===== src/hw/user_req_params.svh =====
`ifndef USER_REQ_PARAMS_SVH
`define USER_REQ_PARAMS_SVH

// ==========================================================
// Request word geometry
// ==========================================================
`define VADDR_BITS 48   // Local virtual address
`define LEN_BITS   28   // Transfer length in bytes
`define VFID_BITS  4    // Virtual FPGA id
`define DEST_BITS  4    // Destination stream select
`define QPN_BITS   24   // Queue pair number, remote view
`define ROFF_BITS  24   // Remote offset, QPN_BITS + ROFF_BITS == VADDR_BITS
`define REQ_BITS   88   // Whole request word

// ==========================================================
// Shell configuration
// ==========================================================
`define SQ_DEPTH   4    // Entries per submission queue
`define USER_VFID  3    // Stamped into every request

`endif


===== src/hw/user_req_pkg.sv =====
`include "user_req_params.svh"

package user_req_pkg;

  // ==========================================================
  // Local memory view
  // ==========================================================
  typedef struct packed {
    logic [`VADDR_BITS-1:0] vaddr;   // Virtual address
    logic [`LEN_BITS-1:0]   len;     // Bytes to move
    logic [`VFID_BITS-1:0]  vfid;    // Owner vFPGA
    logic [`DEST_BITS-1:0]  dest;    // Target stream
    logic                   remote;  // Selects the view below
    logic                   host;    // Host side access
    logic                   actv;    // Issued by this shell
    logic                   last;    // End of transfer
  } req_local_s;

  // ==========================================================
  // Remote network view
  // ==========================================================
  // Address bits hold the queue pair and the offset into it
  typedef struct packed {
    logic [`QPN_BITS-1:0]   qpn;     // Queue pair
    logic [`ROFF_BITS-1:0]  roff;    // Offset at the peer
    logic [`LEN_BITS-1:0]   len;
    logic [`VFID_BITS-1:0]  vfid;
    logic [`DEST_BITS-1:0]  dest;
    logic                   remote;  // Always set in this view
    logic                   host;
    logic                   actv;
    logic                   last;
  } req_remote_s;

  // One word, two readings; remote bit picks the meaningful one
  typedef union packed {
    req_local_s  lcl;
    req_remote_s rmt;
  } req_u;

endpackage


===== src/hw/meta_reg.sv =====
`timescale 1ns/1ps

module meta_reg #(
  parameter int data_bits = 32
) (
  input  logic                 aclk,
  input  logic                 arst_n,
  input  logic                 s_valid,
  output logic                 s_ready,
  input  logic [data_bits-1:0] s_data,
  output logic                 m_valid,
  input  logic                 m_ready,
  output logic [data_bits-1:0] m_data
);

  logic                 spill_valid;      // Skid entry occupied
  logic [data_bits-1:0] spill_data;       // Word caught during a stall
  logic                 out_free;         // Main entry can be refilled
  logic                 in_xfer;          // Input handshake
  logic                 m_valid_nxt;
  logic                 spill_valid_nxt;

  assign out_free = m_ready | ~m_valid;
  assign in_xfer  = s_valid & s_ready;

  always_comb begin
    if (out_free) begin
      m_valid_nxt     = spill_valid | in_xfer;  // Spill drains first
      spill_valid_nxt = 1'b0;
    end else begin
      m_valid_nxt     = 1'b1;                   // Held under back-pressure
      spill_valid_nxt = spill_valid | in_xfer;  // Late word parks here
    end
  end

  always_ff @(posedge aclk or negedge arst_n) begin
    if (!arst_n) begin
      m_valid     <= 1'b0;
      spill_valid <= 1'b0;
      s_ready     <= 1'b0;
    end else begin
      m_valid     <= m_valid_nxt;
      spill_valid <= spill_valid_nxt;
      s_ready     <= ~spill_valid_nxt;  // Open while skid is empty
    end
  end

  always_ff @(posedge aclk) begin
    if (out_free) begin
      m_data <= spill_valid ? spill_data : s_data;
    end
    if (in_xfer && !out_free) begin
      spill_data <= s_data;
    end
  end

endmodule


===== src/hw/remote_req_arb.sv =====
`timescale 1ns/1ps
`include "user_req_params.svh"

module remote_req_arb
  import user_req_pkg::*;
(
  input  logic aclk,
  input  logic arst_n,
  // Remote reads
  input  logic rd_valid,
  output logic rd_ready,
  input  req_u rd_data,
  // Remote writes
  input  logic wr_valid,
  output logic wr_ready,
  input  req_u wr_data,
  // Merged network stream
  output logic net_valid,
  input  logic net_ready,
  output req_u net_data,
  output logic net_wr
);

  logic               prio_wr;    // Write wins a tie when set
  logic               gnt_rd;
  logic               gnt_wr;
  logic               arb_valid;
  logic               arb_ready;
  req_u               arb_word;
  logic [`REQ_BITS:0] arb_data;   // Flag on top of the word
  logic [`REQ_BITS:0] out_data;

  // ==========================================================
  // Round-robin grant
  // ==========================================================
  assign gnt_wr    = wr_valid & (~rd_valid | prio_wr);
  assign gnt_rd    = rd_valid & ~gnt_wr;
  assign arb_valid = rd_valid | wr_valid;
  assign arb_word  = gnt_wr ? wr_data : rd_data;
  assign arb_data  = {gnt_wr, arb_word};
  assign rd_ready  = arb_ready & gnt_rd;
  assign wr_ready  = arb_ready & gnt_wr;

  always_ff @(posedge aclk or negedge arst_n) begin
    if (!arst_n) begin
      prio_wr <= 1'b0;  // Read goes first
    end else if (arb_valid && arb_ready) begin
      prio_wr <= gnt_rd;  // Pointer moves past the winner
    end
  end

  // ==========================================================
  // Output register
  // ==========================================================
  meta_reg #(.data_bits(`REQ_BITS + 1)) u_out (
    .aclk(aclk), .arst_n(arst_n),
    .s_valid(arb_valid), .s_ready(arb_ready), .s_data(arb_data),
    .m_valid(net_valid), .m_ready(net_ready), .m_data(out_data)
  );

  assign net_wr   = out_data[`REQ_BITS];
  assign net_data = out_data[`REQ_BITS-1:0];

endmodule


===== src/hw/sq_fifo.sv =====
`timescale 1ns/1ps

module sq_fifo
  import user_req_pkg::*;
#(
  parameter int depth = 4
) (
  input  logic aclk,
  input  logic arst_n,
  input  logic in_valid,
  output logic in_ready,
  input  req_u in_data,
  output logic out_valid,
  input  logic out_ready,
  output req_u out_data
);

  localparam int ptr_bits = (depth > 1) ? $clog2(depth) : 1;
  localparam int cnt_bits = $clog2(depth + 1);

  req_u                mem [depth];      // Entries behind the head
  logic [ptr_bits-1:0] wr_ptr;
  logic [ptr_bits-1:0] rd_ptr;
  logic [cnt_bits-1:0] mem_cnt;          // Words in mem
  logic [cnt_bits-1:0] mem_cnt_nxt;
  logic [cnt_bits:0]   held_nxt;         // Words in mem plus head
  logic                push;
  logic                pop;
  logic                head_free;
  logic                head_from_mem;
  logic                head_from_in;
  logic                mem_wr;
  logic                valid_nxt;

  function automatic logic [ptr_bits-1:0] ptr_inc(input logic [ptr_bits-1:0] ptr);
    ptr_inc = (ptr == ptr_bits'(depth - 1)) ? '0 : ptr + 1'b1;  // Wrap at depth
  endfunction

  // ==========================================================
  // Head register control
  // ==========================================================
  assign push          = in_valid & in_ready;
  assign pop           = out_valid & out_ready;
  assign head_free     = ~out_valid | pop;
  assign head_from_mem = head_free & (mem_cnt != '0);
  assign head_from_in  = head_free & (mem_cnt == '0) & push;  // Bypass when empty
  assign mem_wr        = push & ~head_from_in;
  assign valid_nxt     = head_free ? (head_from_mem | head_from_in) : 1'b1;

  always_comb begin
    mem_cnt_nxt = mem_cnt;
    if (mem_wr && !head_from_mem) begin
      mem_cnt_nxt = mem_cnt + 1'b1;
    end else if (!mem_wr && head_from_mem) begin
      mem_cnt_nxt = mem_cnt - 1'b1;
    end
  end

  assign held_nxt = {1'b0, mem_cnt_nxt} + {{cnt_bits{1'b0}}, valid_nxt};

  always_ff @(posedge aclk or negedge arst_n) begin
    if (!arst_n) begin
      wr_ptr    <= '0;
      rd_ptr    <= '0;
      mem_cnt   <= '0;
      out_valid <= 1'b0;
      in_ready  <= 1'b0;  // Opens one clock after reset
    end else begin
      if (mem_wr) begin
        wr_ptr <= ptr_inc(wr_ptr);
      end
      if (head_from_mem) begin
        rd_ptr <= ptr_inc(rd_ptr);
      end
      mem_cnt   <= mem_cnt_nxt;
      out_valid <= valid_nxt;
      in_ready  <= held_nxt < (cnt_bits + 1)'(depth);  // Full at depth words
    end
  end

  // ==========================================================
  // Storage
  // ==========================================================
  always_ff @(posedge aclk) begin
    if (mem_wr) begin
      mem[wr_ptr] <= in_data;
    end
    if (head_from_mem) begin
      out_data <= mem[rd_ptr];  // Oldest stored word
    end else if (head_from_in) begin
      out_data <= in_data;
    end
  end

endmodule


===== src/hw/user_req_mux.sv =====
`timescale 1ns/1ps
`include "user_req_params.svh"

module user_req_mux
  import user_req_pkg::*;
#(
  parameter int id_reg = 0
) (
  input  logic aclk,
  input  logic arst_n,
  // Submission queues
  input  logic sq_rd_valid,
  output logic sq_rd_ready,
  input  req_u sq_rd_data,
  input  logic sq_wr_valid,
  output logic sq_wr_ready,
  input  req_u sq_wr_data,
  // Local memory side
  output logic local_rd_valid,
  input  logic local_rd_ready,
  output req_u local_rd_data,
  output logic local_wr_valid,
  input  logic local_wr_ready,
  output req_u local_wr_data,
  // Network side
  output logic remote_rd_valid,
  input  logic remote_rd_ready,
  output req_u remote_rd_data,
  output logic remote_wr_valid,
  input  logic remote_wr_ready,
  output req_u remote_wr_data
);

  localparam logic [`VFID_BITS-1:0] vfid_val = `VFID_BITS'(id_reg);

  // Per-channel arrays, 0 is read and 1 is write
  logic in_valid [2];
  logic in_ready [2];
  req_u in_data  [2];
  logic lo_valid [2];
  logic lo_ready [2];
  req_u lo_data  [2];
  logic re_valid [2];
  logic re_ready [2];
  req_u re_data  [2];

  assign in_valid[0]     = sq_rd_valid;
  assign in_valid[1]     = sq_wr_valid;
  assign in_data[0]      = sq_rd_data;
  assign in_data[1]      = sq_wr_data;
  assign sq_rd_ready     = in_ready[0];
  assign sq_wr_ready     = in_ready[1];

  assign local_rd_valid  = lo_valid[0];
  assign local_wr_valid  = lo_valid[1];
  assign local_rd_data   = lo_data[0];
  assign local_wr_data   = lo_data[1];
  assign lo_ready[0]     = local_rd_ready;
  assign lo_ready[1]     = local_wr_ready;

  assign remote_rd_valid = re_valid[0];
  assign remote_wr_valid = re_valid[1];
  assign remote_rd_data  = re_data[0];
  assign remote_wr_data  = re_data[1];
  assign re_ready[0]     = remote_rd_ready;
  assign re_ready[1]     = remote_wr_ready;

  for (genvar i = 0; i < 2; i++) begin : g_ch
    req_u ovr_data;    // Request with shell fields stamped
    req_u sink_data;
    logic sink_valid;
    logic sink_ready;
    logic is_remote;
    logic loc_valid;
    logic loc_ready;
    logic rem_valid;
    logic rem_ready;

    // ==========================================================
    // Stamp control fields
    // ==========================================================
    always_comb begin
      ovr_data          = in_data[i];
      ovr_data.lcl.actv = 1'b1;      // Shell issued
      ovr_data.lcl.host = 1'b0;      // Never a host access
      ovr_data.lcl.vfid = vfid_val;  // Region owner
    end

    meta_reg #(.data_bits(`REQ_BITS)) u_sink (
      .aclk(aclk), .arst_n(arst_n),
      .s_valid(in_valid[i]), .s_ready(in_ready[i]), .s_data(ovr_data),
      .m_valid(sink_valid), .m_ready(sink_ready), .m_data(sink_data)
    );

    // ==========================================================
    // Local or remote steering
    // ==========================================================
    assign is_remote  = sink_data.lcl.remote;
    assign loc_valid  = sink_valid & ~is_remote;
    assign rem_valid  = sink_valid & is_remote;
    assign sink_ready = is_remote ? rem_ready : loc_ready;  // Ready of chosen side

    meta_reg #(.data_bits(`REQ_BITS)) u_local (
      .aclk(aclk), .arst_n(arst_n),
      .s_valid(loc_valid), .s_ready(loc_ready), .s_data(sink_data),
      .m_valid(lo_valid[i]), .m_ready(lo_ready[i]), .m_data(lo_data[i])
    );

    meta_reg #(.data_bits(`REQ_BITS)) u_remote (
      .aclk(aclk), .arst_n(arst_n),
      .s_valid(rem_valid), .s_ready(rem_ready), .s_data(sink_data),
      .m_valid(re_valid[i]), .m_ready(re_ready[i]), .m_data(re_data[i])
    );
  end

endmodule


===== src/hw/user_req_path.sv =====
`timescale 1ns/1ps
`include "user_req_params.svh"

module user_req_path
  import user_req_pkg::*;
(
  input  logic aclk,
  input  logic arst_n,
  // User kernel submissions
  input  logic sq_rd_valid,
  output logic sq_rd_ready,
  input  req_u sq_rd_data,
  input  logic sq_wr_valid,
  output logic sq_wr_ready,
  input  req_u sq_wr_data,
  // Local memory side
  output logic local_rd_valid,
  input  logic local_rd_ready,
  output req_u local_rd_data,
  output logic local_wr_valid,
  input  logic local_wr_ready,
  output req_u local_wr_data,
  // Network side
  output logic net_valid,
  input  logic net_ready,
  output req_u net_data,
  output logic net_wr
);

  // Queue heads into the mux
  logic q_rd_valid;
  logic q_rd_ready;
  req_u q_rd_data;
  logic q_wr_valid;
  logic q_wr_ready;
  req_u q_wr_data;

  // Remote streams into the arbiter
  logic rem_rd_valid;
  logic rem_rd_ready;
  req_u rem_rd_data;
  logic rem_wr_valid;
  logic rem_wr_ready;
  req_u rem_wr_data;

  // ==========================================================
  // Submission queues
  // ==========================================================
  sq_fifo #(.depth(`SQ_DEPTH)) u_sq_rd (
    .aclk(aclk), .arst_n(arst_n),
    .in_valid(sq_rd_valid), .in_ready(sq_rd_ready), .in_data(sq_rd_data),
    .out_valid(q_rd_valid), .out_ready(q_rd_ready), .out_data(q_rd_data)
  );

  sq_fifo #(.depth(`SQ_DEPTH)) u_sq_wr (
    .aclk(aclk), .arst_n(arst_n),
    .in_valid(sq_wr_valid), .in_ready(sq_wr_ready), .in_data(sq_wr_data),
    .out_valid(q_wr_valid), .out_ready(q_wr_ready), .out_data(q_wr_data)
  );

  // ==========================================================
  // Stamp and steer
  // ==========================================================
  user_req_mux #(.id_reg(`USER_VFID)) u_mux (
    .aclk(aclk), .arst_n(arst_n),
    .sq_rd_valid(q_rd_valid), .sq_rd_ready(q_rd_ready), .sq_rd_data(q_rd_data),
    .sq_wr_valid(q_wr_valid), .sq_wr_ready(q_wr_ready), .sq_wr_data(q_wr_data),
    .local_rd_valid(local_rd_valid), .local_rd_ready(local_rd_ready),
    .local_rd_data(local_rd_data),
    .local_wr_valid(local_wr_valid), .local_wr_ready(local_wr_ready),
    .local_wr_data(local_wr_data),
    .remote_rd_valid(rem_rd_valid), .remote_rd_ready(rem_rd_ready),
    .remote_rd_data(rem_rd_data),
    .remote_wr_valid(rem_wr_valid), .remote_wr_ready(rem_wr_ready),
    .remote_wr_data(rem_wr_data)
  );

  // Network merge
  remote_req_arb u_arb (
    .aclk(aclk), .arst_n(arst_n),
    .rd_valid(rem_rd_valid), .rd_ready(rem_rd_ready), .rd_data(rem_rd_data),
    .wr_valid(rem_wr_valid), .wr_ready(rem_wr_ready), .wr_data(rem_wr_data),
    .net_valid(net_valid), .net_ready(net_ready), .net_data(net_data),
    .net_wr(net_wr)
  );

endmodule


===== config.mk =====
export PLATFORM = sky130hd
export DESIGN_NAME = user_req_path
export DESIGN_NICKNAME = d
export VERILOG_FILES = /design/src/hw/user_req_pkg.sv /design/src/hw/meta_reg.sv /design/src/hw/remote_req_arb.sv /design/src/hw/sq_fifo.sv /design/src/hw/user_req_mux.sv /design/src/hw/user_req_path.sv
export VERILOG_INCLUDE_DIRS = /design/src /design/src/hw
export SDC_FILE = /design/constraint.sdc
export NUM_CORES = 2
export LEC_CHECK = 0
export CAP_MARGIN = 10
export CORE_UTILIZATION = 40
export DETAILED_ROUTE_END_ITERATION = 6
export DONT_BUFFER_PORTS = 1
export GPL_TIMING_DRIVEN = 0
export PLACE_DENSITY_LB_ADDON = 0.3
export SYNTH_ARGS = -nofsm -noshare
export SYNTH_HDL_FRONTEND = slang
export SYNTH_SLANG_ARGS = --single-unit

===== constraint.sdc =====
create_clock -name aclk -period 13.15 [get_ports aclk]
set_clock_uncertainty 0.1 [all_clocks]
set_input_delay 0 -clock aclk [delete_from_list [all_inputs] [get_ports aclk]]
set_output_delay 0 -clock aclk [all_outputs]
set_load 0.05 [all_outputs]

==> impl_results.rst <==
.. list-table::
   :header-rows: 1

   * - Metric
     - Value
   * - Core Box Area
     - 186000 um2
   * - Total clock sinks
     - 2010
   * - Max-cap violations
     - 0
   * - Die Ht
     - 435 um
   * - Routed wire per std cell
     - 25.5 um
   * - Sequential-to-total area share from yosys stat
     - 0.802
   * - Minimum setup slack after placement
     - 9.43 ns
   * - Total wire length after detailed routing
     - 168 mm
   * - Fmax
     - 274 MHz
   * - Area overhead of the layout relative to synthesis
     - 19.1%
   * - Data required, critical path
     - 13.58 ns
   * - Hold buffers post-CTS
     - 339
   * - Crit start category
     - register
   * - Number of slew-limit violations in the final report
     - 0
   * - Share of synthesized flip-flops with an asynchronous set or reset
     - 0.0199
   * - Detail Route Antenna Nets
     - 0
   * - Maximum resistive drop on vdd
     - about 0.20 mV
   * - Area taken by flip-flops and latches
     - 60200 um2
   * - Routability-driven placement congestion ratio
     - 0.759
   * - CP max FO
     - 31
   * - Multi-input logic area
     - about 14000 um2
   * - Pin slew with the least headroom to its limit
     - 1.23 ns
   * - Status
     - completed
   * - Element type at the critical path end
     - register
   * - Clock slew at the register clock pins of the worst setup and hold paths
     - 0.06 ns
   * - Highest cell delay on the worst timing path
     - roughly 0.67 ns
   * - CTS tree
     - built
   * - Overall fraction of global-route tracks in use
     - 0.177
   * - Filler Cells Inserted
     - 15200
   * - Clock latency at the later pin of the worst-skew pair
     - between 0.8 and 0.9 ns
   * - Nets
     - between 4000 and 5000
   * - Most used standard cell by instance count after synthesis
     - edfxtp_1
   * - Final Instance Count excl. Fillers
     - 6577
   * - Commonest register cell after synthesis
     - edfxtp_1
   * - Final routed DRC violation total
     - 0
   * - Cells along the critical path
     - nand2b_1 > and2_1 > clkbuf_2 > buf_6 > buf_6 > o21ai_4 > buf_12 > nor2_4 > buf_12 > buf_12
   * - Cells after DPL
     - between 5000 and 6000
   * - Cell area power density
     - 280 nW/um2
   * - Count of different cell masters after synthesis
     - 32
   * - Count of mapped cells out of synthesis
     - ~3300
   * - Iteration-0 DRC count of the detailed router
     - 2448
   * - Share of final-layout standard cells stronger than drive strength 1
     - 0.345
   * - Area share of the largest cell type after synthesis
     - 0.789
   * - Number of synthesized flops with an enable pin
     - 1970
   * - Worst Path Arrival
     - 4.08 ns
   * - DIE WIDTH
     - 435 um
   * - Largest net degree at the start of global routing
     - 56
   * - Std-Cell Rows
     - 158
   * - Kind of path behind the tightest hold check
     - input pin to register
   * - Final hold violations
     - 0
   * - Cell area after technology mapping
     - 75000 um2
   * - Post-CTS sizing
     - 0
   * - Area enclosed by the die boundary
     - 189000 um2
   * - Max H-tree Level
     - 4
   * - Number of antenna violations at the first check in global routing
     - 8
   * - Wire length of the first global-routing pass
     - 244 mm
   * - Post-route clock period utilization
     - 0.278
   * - Cell type of the slowest stage on the worst timing path
     - nor2_4
   * - Clock Root Buffer
     - clkbuf_16
   * - Top area cells in the synthesized netlist
     - edfxtp_1 79%, mux2_2 12%, mux4_2 4.9%
   * - Initial DRT Pass Iterations
     - 5
   * - Minimum period implied by the final worst setup slack
     - 3.65 ns
   * - Count of pins on the block boundary
     - 453
   * - Worst max-slew margin expressed relative to the limit
     - 0.180
   * - Number of storage elements in the synthesis netlist
     - around 2000
   * - Setup Fix Bufs, Post-CTS
     - 0
   * - Leading area contributor after synthesis
     - edfxtp_1
   * - Total of warnings raised by yosys
     - 0
   * - Mean Syn Cell Area
     - between 20 and 25 um2
   * - Gate family responsible for the most delay along the worst path
     - buffers and inverters
   * - Number of vias after detailed routing
     - 33300
   * - Number of vias per cell
     - 5.06
   * - Cell leakage power
     - 29.6 nW
   * - CTS buffer count
     - 204
   * - Count of buffers from port buffering
     - 0
   * - Starting Density
     - 0.403
   * - Setup CP Type
     - register to register
   * - Buf+Inv Stages, Crit Path
     - 6
   * - Number of endpoints failing setup at the final stage
     - 0
   * - Total congestion overflow after global routing
     - 0
   * - Via count of the first global-routing pass
     - 34800
   * - Most frequent cells after synthesis
     - 1970 x edfxtp_1, 780 x mux2_2, 164 x mux4_2
   * - Critical path's most frequent cell
     - buf_12
   * - Buffers from clock root to sink, at most
     - 3
   * - DPL Wire Length
     - approximately 110 mm
   * - Setup repair after global routing missed its margin
     - no
   * - Setup ws final
     - 9.50 ns
[cells by family after synthesis]
group	count (synthesis)	share of synthesized area
flip-flops	2010	0.802
multiplexers	991	0.176
buffers and inverters	160	0.0101
AND/OR/NAND/NOR	96	0.00648
AO/OA/AOI/OAI	29	0.00225
adder cells (fa/ha/maj)	16	0.00267
other	2	0.000100
XOR/XNOR	2	0.000234
[path summary, 6_finish.rpt]
path                                                     startpoint                                               to  slack [ns]  depth (start not counted)
min in group asynchronous                                    arst_n                       u_sq_rd.in_ready$_DFF_PN0_        0.18                          4
max reg2reg                u_mux.g_ch[0].u_remote.m_valid$_DFF_PN0_  u_mux.g_ch[0].u_remote.spill_data[29]$_DFFE_PP_        9.50                         10
max in group asynchronous                                    arst_n                    u_sq_wr.rd_ptr[1]$_DFFE_PN0N_       12.46                          4
min                                                     sq_rd_valid                       u_sq_rd.in_ready$_DFF_PN0_        0.12                          5
min reg2reg                          u_sq_wr.out_data[38]$_DFFE_PP_    u_mux.g_ch[1].u_sink.spill_data[38]$_DFFE_PP_        0.32                          0
max                        u_mux.g_ch[0].u_remote.m_valid$_DFF_PN0_  u_mux.g_ch[0].u_remote.spill_data[29]$_DFFE_PP_        9.50                         10
[metal layers]
layer	part of all wire	global-route usage
met5	0	0
met2	0.52	0.304
met4	0.020	0.0450
met1	0.42	0.230
met3	0.044	0.0325
[cell type report]
cell class | count | share of cell area
tap | 2480 | 0.0347
multi-input combinational | 1152 | 0.160
antenna | 3 | 0.0000841
clock buffer | 265 | 0.0611
timing repair buffer | 387 | 0.0507
inverter | 14 | 0.000588
sequential | 2010 | 0.674
clock inverter | 120 | 0.0116
buffer | 146 | 0.00787
[state kept, by name, summed over array words and instances, names as in the netlist, 83 cells and up]
signal,count
u_arb.u_out.m_data,83
u_arb.u_out.spill_data,83
u_mux.g_ch.u_local.m_data,164
u_mux.g_ch.u_local.spill_data,164
u_mux.g_ch.u_remote.m_data,164
u_mux.g_ch.u_remote.spill_data,164
u_mux.g_ch.u_sink.m_data,164
u_mux.g_ch.u_sink.spill_data,164
u_sq_rd.mem,328
u_sq_wr.mem,328
[through the flow]
step	utilization	hold slack, ns	power, mW	instance area, um2	TNS [ns]
6_report	0.481	0.116	25.0	89300	0
5_1_grt	0.481	0.101	26.1	89300	0
2_1_floorplan	-	-0.396	17.0	75000	0
3_3_place_gp	0.420	-0.393	19.7	78100	-647.14
3_5_place_dp	0.427	-0.393	19.6	79400	0
4_1_cts	0.481	0.0226	25.4	89300	0
[worst register-to-register path, delay by kind of cell, from the launching register on]
kind	cells	cell delay, ns
compound gates	1	0.19
buf+inv	6	1.49
flops	1	0.44
simple gates	3	1.09
[placed cells by master (no fill, tap or decap), types with 7 or more instances in the layout]
cell              n
bufinv_16        11
dfrtp_1          40
nor2_4            8
conb_1           18
ha_1             16
and2_4            8
clkbuf_1        135
buf_2            33
edfxtp_1       1970
o21ai_0           7
a21oi_1           9
buf_12           29
nor2_1           14
buf_16           21
nor2b_1           7
or2_2            11
mux2_4           47
clkinv_2         38
mux2_2          780
mux4_2          164
clkinv_1         53
dlygate4sd3_1   337
inv_1            14
clkbuf_16       207
nand2_1          22
buf_4            18
[where the power goes]
| part | switching (mW) | total (mW) | internal, mW |
|---|---|---|---|
| Sequential | 2.69 | 13.3 | 10.6 |
| Clock | 2.46 | 5.61 | 3.15 |
| Combinational | 3.27 | 6.11 | 2.84 |
Power figures use the tool's default switching activity.
